<file path="src/common/afu_pkg.sv">
package afu_pkg;

  ////////////////////////////////////////////////////////////////////////////
  // Widths
  ////////////////////////////////////////////////////////////////////////////

  localparam int DATA_W      = 64;
  localparam int ERR_W       = 4;
  // Address field in the shared structs, upper bound for ADDR_W
  localparam int HOST_ADDR_W = 32;
  localparam int COUNT_W     = 16;

  ////////////////////////////////////////////////////////////////////////////
  // Enums
  ////////////////////////////////////////////////////////////////////////////

  typedef enum logic {
    MEM_READ  = 1'b0,
    MEM_WRITE = 1'b1
  } mem_op_e;

  typedef enum logic [1:0] {
    REG_STATUS   = 2'd0,
    REG_PROGRESS = 2'd1,
    REG_ERRORS   = 2'd2,
    REG_CONTROL  = 2'd3
  } mmio_reg_e;

  typedef enum logic [1:0] {
    IDLE  = 2'd0,
    FETCH = 2'd1,
    RUN   = 2'd2,
    DONE  = 2'd3
  } job_state_e;

  // Bit positions in the error vector
  typedef enum logic [1:0] {
    ERR_MMIO_ADDR = 2'd0,
    ERR_MEM_RSP   = 2'd1,
    ERR_JOB_START = 2'd2,
    ERR_WED_COUNT = 2'd3
  } err_bit_e;

  ////////////////////////////////////////////////////////////////////////////
  // Port structs
  ////////////////////////////////////////////////////////////////////////////

  typedef struct packed {
    logic                   start;
    logic                   reset;
    logic [HOST_ADDR_W-1:0] wed_addr;
  } job_in_t;

  typedef struct packed {
    logic running;
    logic done;
    logic failed;
  } job_out_t;

  typedef struct packed {
    logic              req;
    logic              write;
    mmio_reg_e         addr;
    logic [DATA_W-1:0] wdata;
  } mmio_in_t;

  typedef struct packed {
    logic              ack;
    logic [DATA_W-1:0] rdata;
  } mmio_out_t;

  typedef struct packed {
    logic                   req;
    mem_op_e                op;
    logic [HOST_ADDR_W-1:0] addr;
    logic [DATA_W-1:0]      wdata;
  } mem_cmd_t;

  typedef struct packed {
    logic              ack;
    logic              ok;
    logic [DATA_W-1:0] rdata;
  } mem_rsp_t;

  // Decoded work element descriptor
  typedef struct packed {
    logic [HOST_ADDR_W-1:0] src_addr;
    logic [HOST_ADDR_W-1:0] dst_addr;
    logic [COUNT_W-1:0]     count;
    logic [DATA_W-1:0]      addend;
  } wed_t;

endpackage
</file>
<file path="src/hw/cached_afu.sv">
`timescale 1ns/100ps

module cached_afu #(
  parameter int ADDR_W = 32
) (
  input  logic               clock,
  input  logic               rst_n,
  input  afu_pkg::job_in_t   job_in,
  output afu_pkg::job_out_t  job_out,
  input  afu_pkg::mmio_in_t  mmio_in,
  output afu_pkg::mmio_out_t mmio_out,
  output afu_pkg::mem_cmd_t  mem_cmd,
  input  afu_pkg::mem_rsp_t  mem_rsp
);

  import afu_pkg::*;

  logic               afu_rst_n;
  logic               soft_reset;
  logic               clear_ack;
  logic               start_fetch;
  logic               finish;
  logic               start_err;
  logic               addr_err;
  logic               rsp_err;
  logic               count_err;
  logic [ERR_W-1:0]   err_events;
  logic [ERR_W-1:0]   report_errors;
  logic [COUNT_W-1:0] progress;
  logic               wed_valid;
  wed_t               wed;
  mem_cmd_t           wed_cmd;
  mem_cmd_t           cu_cmd;
  mem_rsp_t           wed_rsp;
  mem_rsp_t           cu_rsp;

  assign err_events[ERR_MMIO_ADDR] = addr_err;
  assign err_events[ERR_MEM_RSP]   = rsp_err;
  assign err_events[ERR_JOB_START] = start_err;
  assign err_events[ERR_WED_COUNT] = count_err;

////////////////////////////////////////////////////////////////////////////
// Job and errors
////////////////////////////////////////////////////////////////////////////

  job_ctrl job_ctrl_instant (
    .clock        (clock),
    .rst_n        (rst_n),
    .job_in       (job_in),
    .finish       (finish),
    .report_errors(report_errors),
    .soft_reset   (soft_reset),
    .job_out      (job_out),
    .afu_rst_n    (afu_rst_n),
    .start_fetch  (start_fetch),
    .start_err    (start_err)
  );

  error_ctrl error_ctrl_instant (
    .clock        (clock),
    .rst_n        (afu_rst_n),
    .enabled      (job_out.running),
    .events       (err_events),
    .clear_ack    (clear_ack),
    .report_errors(report_errors)
  );

////////////////////////////////////////////////////////////////////////////
// MMIO
////////////////////////////////////////////////////////////////////////////

  mmio_regs mmio_regs_instant (
    .clock        (clock),
    .rst_n        (rst_n),
    .mmio_in      (mmio_in),
    .job_out      (job_out),
    .progress     (progress),
    .report_errors(report_errors),
    .mmio_out     (mmio_out),
    .clear_ack    (clear_ack),
    .soft_reset   (soft_reset),
    .addr_err     (addr_err)
  );

////////////////////////////////////////////////////////////////////////////
// Descriptor, memory port and compute
////////////////////////////////////////////////////////////////////////////

  wed_fetch #(
    .ADDR_W(ADDR_W)
  ) wed_fetch_instant (
    .clock    (clock),
    .rst_n    (afu_rst_n),
    .start    (start_fetch),
    .wed_addr (job_in.wed_addr[ADDR_W-1:0]),
    .rsp      (wed_rsp),
    .cmd      (wed_cmd),
    .wed      (wed),
    .wed_valid(wed_valid),
    .count_err(count_err)
  );

  cmd_arbiter #(
    .ADDR_W(ADDR_W)
  ) cmd_arbiter_instant (
    .clock  (clock),
    .rst_n  (afu_rst_n),
    .wed_cmd(wed_cmd),
    .cu_cmd (cu_cmd),
    .mem_rsp(mem_rsp),
    .wed_rsp(wed_rsp),
    .cu_rsp (cu_rsp),
    .mem_cmd(mem_cmd),
    .rsp_err(rsp_err)
  );

  compute_unit #(
    .ADDR_W(ADDR_W)
  ) compute_unit_instant (
    .clock    (clock),
    .rst_n    (afu_rst_n),
    .wed      (wed),
    .wed_valid(wed_valid),
    .rsp      (cu_rsp),
    .cmd      (cu_cmd),
    .progress (progress),
    .finish   (finish)
  );

endmodule

</file>
<file path="src/hw/compute_unit.sv">
`timescale 1ns/100ps

module compute_unit #(
  parameter int ADDR_W = 32
) (
  input  logic                        clock,
  input  logic                        rst_n,
  input  afu_pkg::wed_t               wed,
  input  logic                        wed_valid,
  input  afu_pkg::mem_rsp_t           rsp,
  output afu_pkg::mem_cmd_t           cmd,
  output logic [afu_pkg::COUNT_W-1:0] progress,
  output logic                        finish
);

  import afu_pkg::*;

  typedef enum logic [2:0] {
    C_IDLE,
    C_RD_REQ,
    C_RD_DROP,
    C_WR_REQ,
    C_WR_DROP
  } cu_state_e;

  cu_state_e          state;
  logic [COUNT_W-1:0] idx;
  logic [DATA_W-1:0]  sum_q;
  logic [ADDR_W-1:0]  offset;
  logic [ADDR_W-1:0]  src_addr;
  logic [ADDR_W-1:0]  dst_addr;
  logic               last_word;

  // Word index to byte offset
  assign offset    = ADDR_W'({idx, 3'b000});
  assign src_addr  = wed.src_addr[ADDR_W-1:0] + offset;
  assign dst_addr  = wed.dst_addr[ADDR_W-1:0] + offset;
  assign last_word = (idx == (wed.count - COUNT_W'(1)));

  always_comb begin
    cmd = '0;
    case (state)
      C_RD_REQ: begin
        cmd.req  = 1'b1;
        cmd.op   = MEM_READ;
        cmd.addr = HOST_ADDR_W'(src_addr);
      end
      C_WR_REQ: begin
        cmd.req   = 1'b1;
        cmd.op    = MEM_WRITE;
        cmd.addr  = HOST_ADDR_W'(dst_addr);
        cmd.wdata = sum_q;
      end
      default: cmd.req = 1'b0;
    endcase
  end

  always_ff @(posedge clock or negedge rst_n) begin
    if (!rst_n) begin
      state    <= C_IDLE;
      idx      <= '0;
      progress <= '0;
      finish   <= 1'b0;
    end else begin
      finish <= 1'b0;
      case (state)
        C_IDLE: begin
          if (wed_valid) begin
            idx      <= '0;
            progress <= '0;
            state    <= C_RD_REQ;
          end
        end
        C_RD_REQ:  if (rsp.ack) state <= C_RD_DROP;
        C_RD_DROP: if (!rsp.ack) state <= C_WR_REQ;
        C_WR_REQ:  if (rsp.ack) state <= C_WR_DROP;
        C_WR_DROP: begin
          // Word counts as done once the write handshake closes
          if (!rsp.ack) begin
            progress <= progress + COUNT_W'(1);
            if (last_word) begin
              finish <= 1'b1;
              state  <= C_IDLE;
            end else begin
              idx   <= idx + COUNT_W'(1);
              state <= C_RD_REQ;
            end
          end
        end
        default: state <= C_IDLE;
      endcase
    end
  end

  // Sum wraps modulo 2^64
  always_ff @(posedge clock) begin
    if ((state == C_RD_REQ) && rsp.ack) begin
      sum_q <= rsp.rdata + wed.addend;
    end
  end

endmodule

</file>
<file path="src/command/cmd_arbiter.sv">
`timescale 1ns/100ps

module cmd_arbiter #(
  parameter int ADDR_W = 32
) (
  input  logic              clock,
  input  logic              rst_n,
  input  afu_pkg::mem_cmd_t wed_cmd,
  input  afu_pkg::mem_cmd_t cu_cmd,
  input  afu_pkg::mem_rsp_t mem_rsp,
  output afu_pkg::mem_rsp_t wed_rsp,
  output afu_pkg::mem_rsp_t cu_rsp,
  output afu_pkg::mem_cmd_t mem_cmd,
  output logic              rsp_err
);

  import afu_pkg::*;

  typedef enum logic [1:0] {
    GNT_NONE,
    GNT_WED,
    GNT_CU
  } grant_e;

  grant_e   grant;
  mem_cmd_t sel_cmd;
  logic     ack_q;

  always_comb begin
    case (grant)
      GNT_WED: sel_cmd = wed_cmd;
      GNT_CU:  sel_cmd = cu_cmd;
      default: sel_cmd = '0;
    endcase
  end

  // Upper address bits beyond ADDR_W never reach the host
  always_comb begin
    mem_cmd      = sel_cmd;
    mem_cmd.addr = HOST_ADDR_W'(sel_cmd.addr[ADDR_W-1:0]);
  end

  // Data and status fan out, only ack is steered
  always_comb begin
    wed_rsp     = mem_rsp;
    wed_rsp.ack = mem_rsp.ack && (grant == GNT_WED);
    cu_rsp      = mem_rsp;
    cu_rsp.ack  = mem_rsp.ack && (grant == GNT_CU);
  end

  always_ff @(posedge clock or negedge rst_n) begin
    if (!rst_n) begin
      grant   <= GNT_NONE;
      ack_q   <= 1'b0;
      rsp_err <= 1'b0;
    end else begin
      ack_q   <= mem_rsp.ack;
      // Bad status checked once, on the rising ack
      rsp_err <= mem_rsp.ack && !ack_q && !mem_rsp.ok;
      case (grant)
        GNT_NONE: begin
          // Host ack must be low before a new exchange
          if (!mem_rsp.ack) begin
            if (wed_cmd.req) begin
              grant <= GNT_WED;
            end else if (cu_cmd.req) begin
              grant <= GNT_CU;
            end
          end
        end
        default: begin
          // Held until req and ack are both down
          if (!sel_cmd.req && !mem_rsp.ack) begin
            grant <= GNT_NONE;
          end
        end
      endcase
    end
  end

endmodule

</file>
<file path="src/hw/wed_fetch.sv">
`timescale 1ns/100ps

module wed_fetch #(
  parameter int ADDR_W = 32
) (
  input  logic              clock,
  input  logic              rst_n,
  input  logic              start,
  input  logic [ADDR_W-1:0] wed_addr,
  input  afu_pkg::mem_rsp_t rsp,
  output afu_pkg::mem_cmd_t cmd,
  output afu_pkg::wed_t     wed,
  output logic              wed_valid,
  output logic              count_err
);

  import afu_pkg::*;

  typedef enum logic [1:0] {
    F_IDLE,
    F_REQ,
    F_DROP
  } fetch_state_e;

  fetch_state_e      state;
  logic              word_sel;
  logic [ADDR_W-1:0] base_q;
  logic [ADDR_W-1:0] rd_addr;
  logic [DATA_W-1:0] word0_q;
  logic [DATA_W-1:0] word1_q;

  // Second word sits 8 bytes above the first
  assign rd_addr = base_q + ADDR_W'({word_sel, 3'b000});

  always_comb begin
    cmd      = '0;
    cmd.req  = (state == F_REQ);
    cmd.op   = MEM_READ;
    cmd.addr = HOST_ADDR_W'(rd_addr);
  end

  // Word 0 holds both addresses, word 1 count and addend
  assign wed.src_addr = HOST_ADDR_W'(word0_q[ADDR_W-1:0]);
  assign wed.dst_addr = HOST_ADDR_W'(word0_q[DATA_W/2 +: ADDR_W]);
  assign wed.count    = word1_q[COUNT_W-1:0];
  assign wed.addend   = DATA_W'(word1_q[DATA_W-1:COUNT_W]);

  always_ff @(posedge clock or negedge rst_n) begin
    if (!rst_n) begin
      state     <= F_IDLE;
      word_sel  <= 1'b0;
      wed_valid <= 1'b0;
      count_err <= 1'b0;
    end else begin
      wed_valid <= 1'b0;
      count_err <= 1'b0;
      case (state)
        F_IDLE: begin
          if (start) begin
            word_sel <= 1'b0;
            state    <= F_REQ;
          end
        end
        F_REQ: begin
          if (rsp.ack) begin
            state <= F_DROP;
          end
        end
        F_DROP: begin
          if (!rsp.ack) begin
            if (!word_sel) begin
              word_sel <= 1'b1;
              state    <= F_REQ;
            end else begin
              state     <= F_IDLE;
              count_err <= (wed.count == '0);
              wed_valid <= (wed.count != '0);
            end
          end
        end
        default: state <= F_IDLE;
      endcase
    end
  end

  always_ff @(posedge clock) begin
    if ((state == F_IDLE) && start) begin
      base_q <= wed_addr;
    end
    if ((state == F_REQ) && rsp.ack) begin
      if (word_sel) begin
        word1_q <= rsp.rdata;
      end else begin
        word0_q <= rsp.rdata;
      end
    end
  end

endmodule

</file>
<file path="src/hw/mmio_regs.sv">
`timescale 1ns/100ps

module mmio_regs (
  input  logic                        clock,
  input  logic                        rst_n,
  input  afu_pkg::mmio_in_t           mmio_in,
  input  afu_pkg::job_out_t           job_out,
  input  logic [afu_pkg::COUNT_W-1:0] progress,
  input  logic [afu_pkg::ERR_W-1:0]   report_errors,
  output afu_pkg::mmio_out_t          mmio_out,
  output logic                        clear_ack,
  output logic                        soft_reset,
  output logic                        addr_err
);

  import afu_pkg::*;

  logic              ack_q;
  logic [DATA_W-1:0] rdata_q;
  logic [DATA_W-1:0] rd_mux;
  logic              access;
  logic              wr_access;

  // First cycle of a request, before ack goes up
  assign access    = mmio_in.req && !ack_q;
  assign wr_access = access && mmio_in.write;

  always_comb begin
    case (mmio_in.addr)
      REG_STATUS:
        rd_mux = {{(DATA_W-3){1'b0}}, job_out.failed, job_out.done, job_out.running};
      REG_PROGRESS:
        rd_mux = {{(DATA_W-COUNT_W){1'b0}}, progress};
      REG_ERRORS:
        rd_mux = {{(DATA_W-ERR_W){1'b0}}, report_errors};
      default:
        rd_mux = '0;
    endcase
  end

  // Ack follows req by one cycle in both directions
  always_ff @(posedge clock or negedge rst_n) begin
    if (!rst_n) begin
      ack_q      <= 1'b0;
      clear_ack  <= 1'b0;
      soft_reset <= 1'b0;
      addr_err   <= 1'b0;
    end else begin
      ack_q      <= mmio_in.req;
      clear_ack  <= wr_access && (mmio_in.addr == REG_ERRORS);
      soft_reset <= wr_access && (mmio_in.addr == REG_CONTROL) && mmio_in.wdata[0];
      // Status and progress are read-only
      addr_err   <= wr_access &&
                    ((mmio_in.addr == REG_STATUS) || (mmio_in.addr == REG_PROGRESS));
    end
  end

  always_ff @(posedge clock) begin
    if (access) begin
      rdata_q <= rd_mux;
    end
  end

  assign mmio_out.ack   = ack_q;
  assign mmio_out.rdata = rdata_q;

endmodule

</file>
<file path="src/hw/error_ctrl.sv">
`timescale 1ns/100ps

module error_ctrl (
  input  logic                      clock,
  input  logic                      rst_n,
  input  logic                      enabled,
  input  logic [afu_pkg::ERR_W-1:0] events,
  input  logic                      clear_ack,
  output logic [afu_pkg::ERR_W-1:0] report_errors
);

  import afu_pkg::*;

  logic [ERR_W-1:0] taken;

  // Events only count during a job, except a stray start
  always_comb begin
    taken                = enabled ? events : '0;
    taken[ERR_JOB_START] = events[ERR_JOB_START];
  end

  // Sticky bits, a new event beats a clear in the same cycle
  always_ff @(posedge clock or negedge rst_n) begin
    if (!rst_n) begin
      report_errors <= '0;
    end else if (clear_ack) begin
      report_errors <= taken;
    end else begin
      report_errors <= report_errors | taken;
    end
  end

endmodule

</file>
<file path="src/hw/job_ctrl.sv">
`timescale 1ns/100ps

module job_ctrl (
  input  logic                      clock,
  input  logic                      rst_n,
  input  afu_pkg::job_in_t          job_in,
  input  logic                      finish,
  input  logic [afu_pkg::ERR_W-1:0] report_errors,
  input  logic                      soft_reset,
  output afu_pkg::job_out_t         job_out,
  output logic                      afu_rst_n,
  output logic                      start_fetch,
  output logic                      start_err
);

  import afu_pkg::*;

  job_state_e state;
  logic [1:0] rst_hold;
  logic       rst_req;
  logic       busy;

  assign rst_req     = soft_reset || job_in.reset;
  assign busy        = (state == FETCH) || (state == RUN);
  assign start_fetch = (state == FETCH);
  assign start_err   = job_in.start && busy;

  // Reset sources stretched to two cycles, then merged with rst_n
  always_ff @(posedge clock or negedge rst_n) begin
    if (!rst_n) begin
      rst_hold <= 2'b00;
    end else if (rst_req) begin
      rst_hold <= 2'b11;
    end else begin
      rst_hold <= {rst_hold[0], 1'b0};
    end
  end

  assign afu_rst_n = rst_n && !rst_hold[1];

  always_ff @(posedge clock or negedge rst_n) begin
    if (!rst_n) begin
      state   <= IDLE;
      job_out <= '0;
    end else if (rst_req) begin
      state   <= IDLE;
      job_out <= '0;
    end else begin
      case (state)
        IDLE, DONE: begin
          if (job_in.start) begin
            state   <= FETCH;
            job_out <= '{running: 1'b1, done: 1'b0, failed: 1'b0};
          end
        end
        FETCH, RUN: begin
          // Errors win over a finish in the same cycle
          if (|report_errors) begin
            state   <= DONE;
            job_out <= '{running: 1'b0, done: 1'b1, failed: 1'b1};
          end else if (finish) begin
            state   <= DONE;
            job_out <= '{running: 1'b0, done: 1'b1, failed: 1'b0};
          end else if (state == FETCH) begin
            state <= RUN;
          end
        end
        default: state <= IDLE;
      endcase
    end
  end

endmodule

</file>
<file path="config.mk">
export PLATFORM = sky130hd
export DESIGN_NAME = cached_afu
export DESIGN_NICKNAME = d
export VERILOG_FILES = /design/src/common/afu_pkg.sv /design/src/hw/cached_afu.sv /design/src/hw/compute_unit.sv /design/src/command/cmd_arbiter.sv /design/src/hw/wed_fetch.sv /design/src/hw/mmio_regs.sv /design/src/hw/error_ctrl.sv /design/src/hw/job_ctrl.sv
export SDC_FILE = /design/constraint.sdc
export NUM_CORES = 1
export LEC_CHECK = 0
export BUFFER_PORTS_ARGS = -buffer_cell sky130_fd_sc_hd__clkbuf_2
export CORE_ASPECT_RATIO = 0.9
export CORE_MARGIN = 10
export CORE_UTILIZATION = 30
export CTS_CLUSTER_SIZE = 8
export DETAILED_ROUTE_END_ITERATION = 8
export SYNTH_ARGS = -nofsm -noshare
export SYNTH_HDL_FRONTEND = slang
export SYNTH_SLANG_ARGS = --single-unit
</file>
<file path="constraint.sdc">
create_clock -name clock -period 14.55 [get_ports clock]
set_clock_uncertainty 0.1 [all_clocks]
set_input_delay 2.91 -clock clock [delete_from_list [all_inputs] [get_ports clock]]
set_output_delay 2.91 -clock clock [all_outputs]
set_load 0.005 [all_outputs]
</file>
==> flow_metrics.py <==
metrics = {
    "clock_tree": {
        "cts_setup_buffers": 0,
        "cts_root_buf": "clkbuf_16",
        "cts.path.max_buffers": 3,
        "cts_resized": 0,
        "ctsHtreeMaxLevel": 2,
        "cts_tree": "done",
        "cts.sinks": 300,
        "clk_pin_slew_ps": 60,
        "insertion_delay_ps": 560,
        "cts-hold-fix-buffers": 0,
        "cts_buffers": 44,
    },
    "die": {
        "die_x_um": 270.6,
        "die_h_um": 245.6,
        "design.core.area_um2": 55810,
        "rows": 82,
        "start_util": 0.3038,
        "top_level_ports": 336,
        "die_area_um2": 66450,
    },
    "yosys": {
        "ys.flop_type": "edfxtp_1",
        "synth_top_area_frac": 0.4250,
        "syn_avg_cell_area_um2": 10.63,
        "ys_async_sr_fraction": 0.2000,
        "seq_area_frac_synth": 0.5135,
        "ys_types": 72,
        "synth_area_um2": 16960,
        "synth_seq_cells": 300,
        "ys_top_cells_by_area": "edfxtp_1 (42%), dfrtp_1 (8.9%), ha_1 (5.8%)",
        "ys_warn_count": 0,
        "synthCells": 1596,
        "synth_commonest_cells": "edfxtp_1 (240), nand2_1 (163), nor2_1 (99), xnor2_1 (92), and3_1 (83)",
        "yosysMostFrequentCell": "edfxtp_1",
        "synth_edf_count": 240,
        "yosys.area.top_type": "edfxtp_1",
    },
    "job": {
        "drv_cap": 0,
    },
    "layout": {
        "fillCellCount": 5614,
        "final_layout_size_suffix_gt1_frac": 0.1669,
        "areaGrowthSynthToFinish_pct": 17.36,
        "nNetsFinal": 2063,
    },
    "routing": {
        "routed.top_layer": "met5",
        "antenna_left": 0,
        "wl_met3_um": 3259,
        "vias": 12980,
        "totalWireLength_um": 50770,
        "route.detailed.drc": 0,
        "wl_met2_um": 25890,
        "drtIter0Drc": 1066,
        "wl_met1_um": 20470,
        "wl_per_cell_um": 19.60,
        "drt_first_pass_iters": 5,
        "via_per_inst": 5.012,
    },
    "place": {
        "port_buffers": 224,
        "hpwl_um": 38940,
        "routabilityCongestion": 0.9163,
    },
    "critical_path": {
        "worstSetupPathType": "reg2out",
        "endpoint_kind": "output port",
        "startpoint": "compute_unit_instant.state[1]",
        "r2r_start": "wed_fetch_instant.word1_q[0]",
        "cp_max_fo": 25,
        "crit_arrival_ps": 5420,
        "cp.required_ps": 11540,
        "cp-start-kind": "flop",
    },
    "global_route": {
        "grt_remaining_overflow": 0,
        "grtUsageTotal": 0.1471,
        "grt_pass1_wl_um": 76490,
        "grt_start_max_net_pins": 81,
        "antenna_found_initial": 10,
        "grt_pass1_vias": 12880,
    },
    "power_and_ir_drop": {
        "peakVddDrop_uv": 107.5,
        "total_power_w": 0.002733,
        "p_leak_nw": 8.199,
        "pwr_density_cell_nw_per_um2": 137.3,
    },
    "timing": {
        "fmax_mhz": 118.6,
        "tightest_slew_ps": 1130,
        "layout_min_cycle_time_ps": 8432,
        "finalSetupTns_ps": 0,
        "slew_violations": 0,
        "final_hold_viol_count": 0,
        "rsz0062_at_grt": "no",
        "maxSlewHeadroom": 0.2467,
        "setup_viol_count_final": 0,
        "finalCritPeriodShare": 0.5795,
    },
    "run_status": {
        "status": "completed",
    },
    "min_path": {
        "hold_start": "cmd_arbiter_instant.ack_q",
        "hold_class": "reg2reg",
    },
}
## power by group
part / total, W / internal (W) / switching [W]
clock: 0.000925 / 0.000554 / 0.000371
combinational: 0.000730 / 0.000259 / 0.000470
sequential: 0.00108 / 0.00103 / 0.0000524
## cell usage in the layout, fill, tap and decap left out, types with 42 or more instances in the layout
master	synthesis	routed
ha_1	78	77
o21ai_0	71	71
xnor2_1	92	92
clkbuf_2	0	224
conb_1	1	48
dfrtp_1	60	60
nand2_1	163	163
xor2_1	66	66
edfxtp_1	240	240
and3_1	83	82
clkbuf_16	0	44
nand3_1	64	64
nor2_1	99	98
inv_1	42	42
a21oi_1	77	77
## cell type report
class / instances / area [um2] / share of cell area
Clock buffer: 62 / 1179 / 0.05922
Clock inverter: 4 / 35.03 / 0.001760
Tap cell: 756 / 945.9 / 0.04753
Inverter: 42 / 157.7 / 0.007921
Timing Repair Buffer: 235 / 1204 / 0.06048
Sequential cell: 300 / 8708 / 0.4375
Antenna cell: 1 / 2.502 / 0.0001257
Multi-Input combinational cell: 1190 / 7671 / 0.3854
## per-stage QoR
step	hold WS (ps)	std cells	util	setup slack [ps]	cell area, um2
3_3_place_gp	287.3	2523	0.3348	6816	18690
5_1_grt	333.7	2589	0.3566	5651	19900
2_1_floorplan	281.7	1643	-	6254	17140
6_report	304.6	2590	0.3566	6118	19900
4_1_cts	308.2	2589	0.3566	6046	19900
3_5_place_dp	296.0	2523	0.3348	6686	18690
## logic make-up after synthesis
family / share of synthesized area
and+or+nand+nor: 0.1764
DFF: 0.5135
AOI/OAI and AO/OA: 0.1104
xor gates and xnor gates: 0.08160
buffers and inverters: 0.04663
adders and majority gates: 0.05991
muxes: 0.01129
other: 0.0002211
## sequential cells by signal, indices dropped and copies added (netlist names), 3 cells and up
name / flops
compute_unit_instant.idx: 16
compute_unit_instant.progress: 16
compute_unit_instant.state: 3
compute_unit_instant.sum_q: 64
error_ctrl_instant.report_errors: 4
job_ctrl_instant.job_out: 3
mmio_regs_instant.rdata_q: 16
wed_fetch_instant.base_q: 32
wed_fetch_instant.word0_q: 64
wed_fetch_instant.word1_q: 64
## path summary, 6_finish.rpt
| path | cells after the start | slack [ps] | to |
|---|---|---|---|
| worst max register to register | 10 | 10470 | compute_unit_instant.idx[0] |
| min in group asynchronous | 2 | 430 | error_ctrl_instant.report_errors[0] |
| worst min-delay path | 1 | 300 | cmd_arbiter_instant.rsp_err |
| worst min register to register | 1 | 300 | cmd_arbiter_instant.rsp_err |
| worst max-delay path | 16 | 6120 | mem_cmd[87] |
| max in group asynchronous | 3 | 11110 | compute_unit_instant.idx[15] |
## worst max-delay path, cell delays in order, from the launching register on
cell	delay, ps
dfrtp_1	610
and3b_1	950
nand2_1	130
nand2_1	160
ha_1	190
inv_1	60
fa_1	400
nor2b_1	130
o21ai_0	110
a21boi_0	400
o211ai_1	190
o211ai_1	230
a41oi_1	400
nor3_1	320
xor2_1	290
o22ai_1	130
clkbuf_2	150
## routing by layer
metal | vias up | GRT usage
li1 | 6164 | -
met1 | 6344 | 0.1750
met2 | 372 | 0.2612
met3 | 84 | 0.03509
met4 | 18 | 0.04105
met5 | - | 0
No activity file was read; power rests on OpenSTA's default activity.
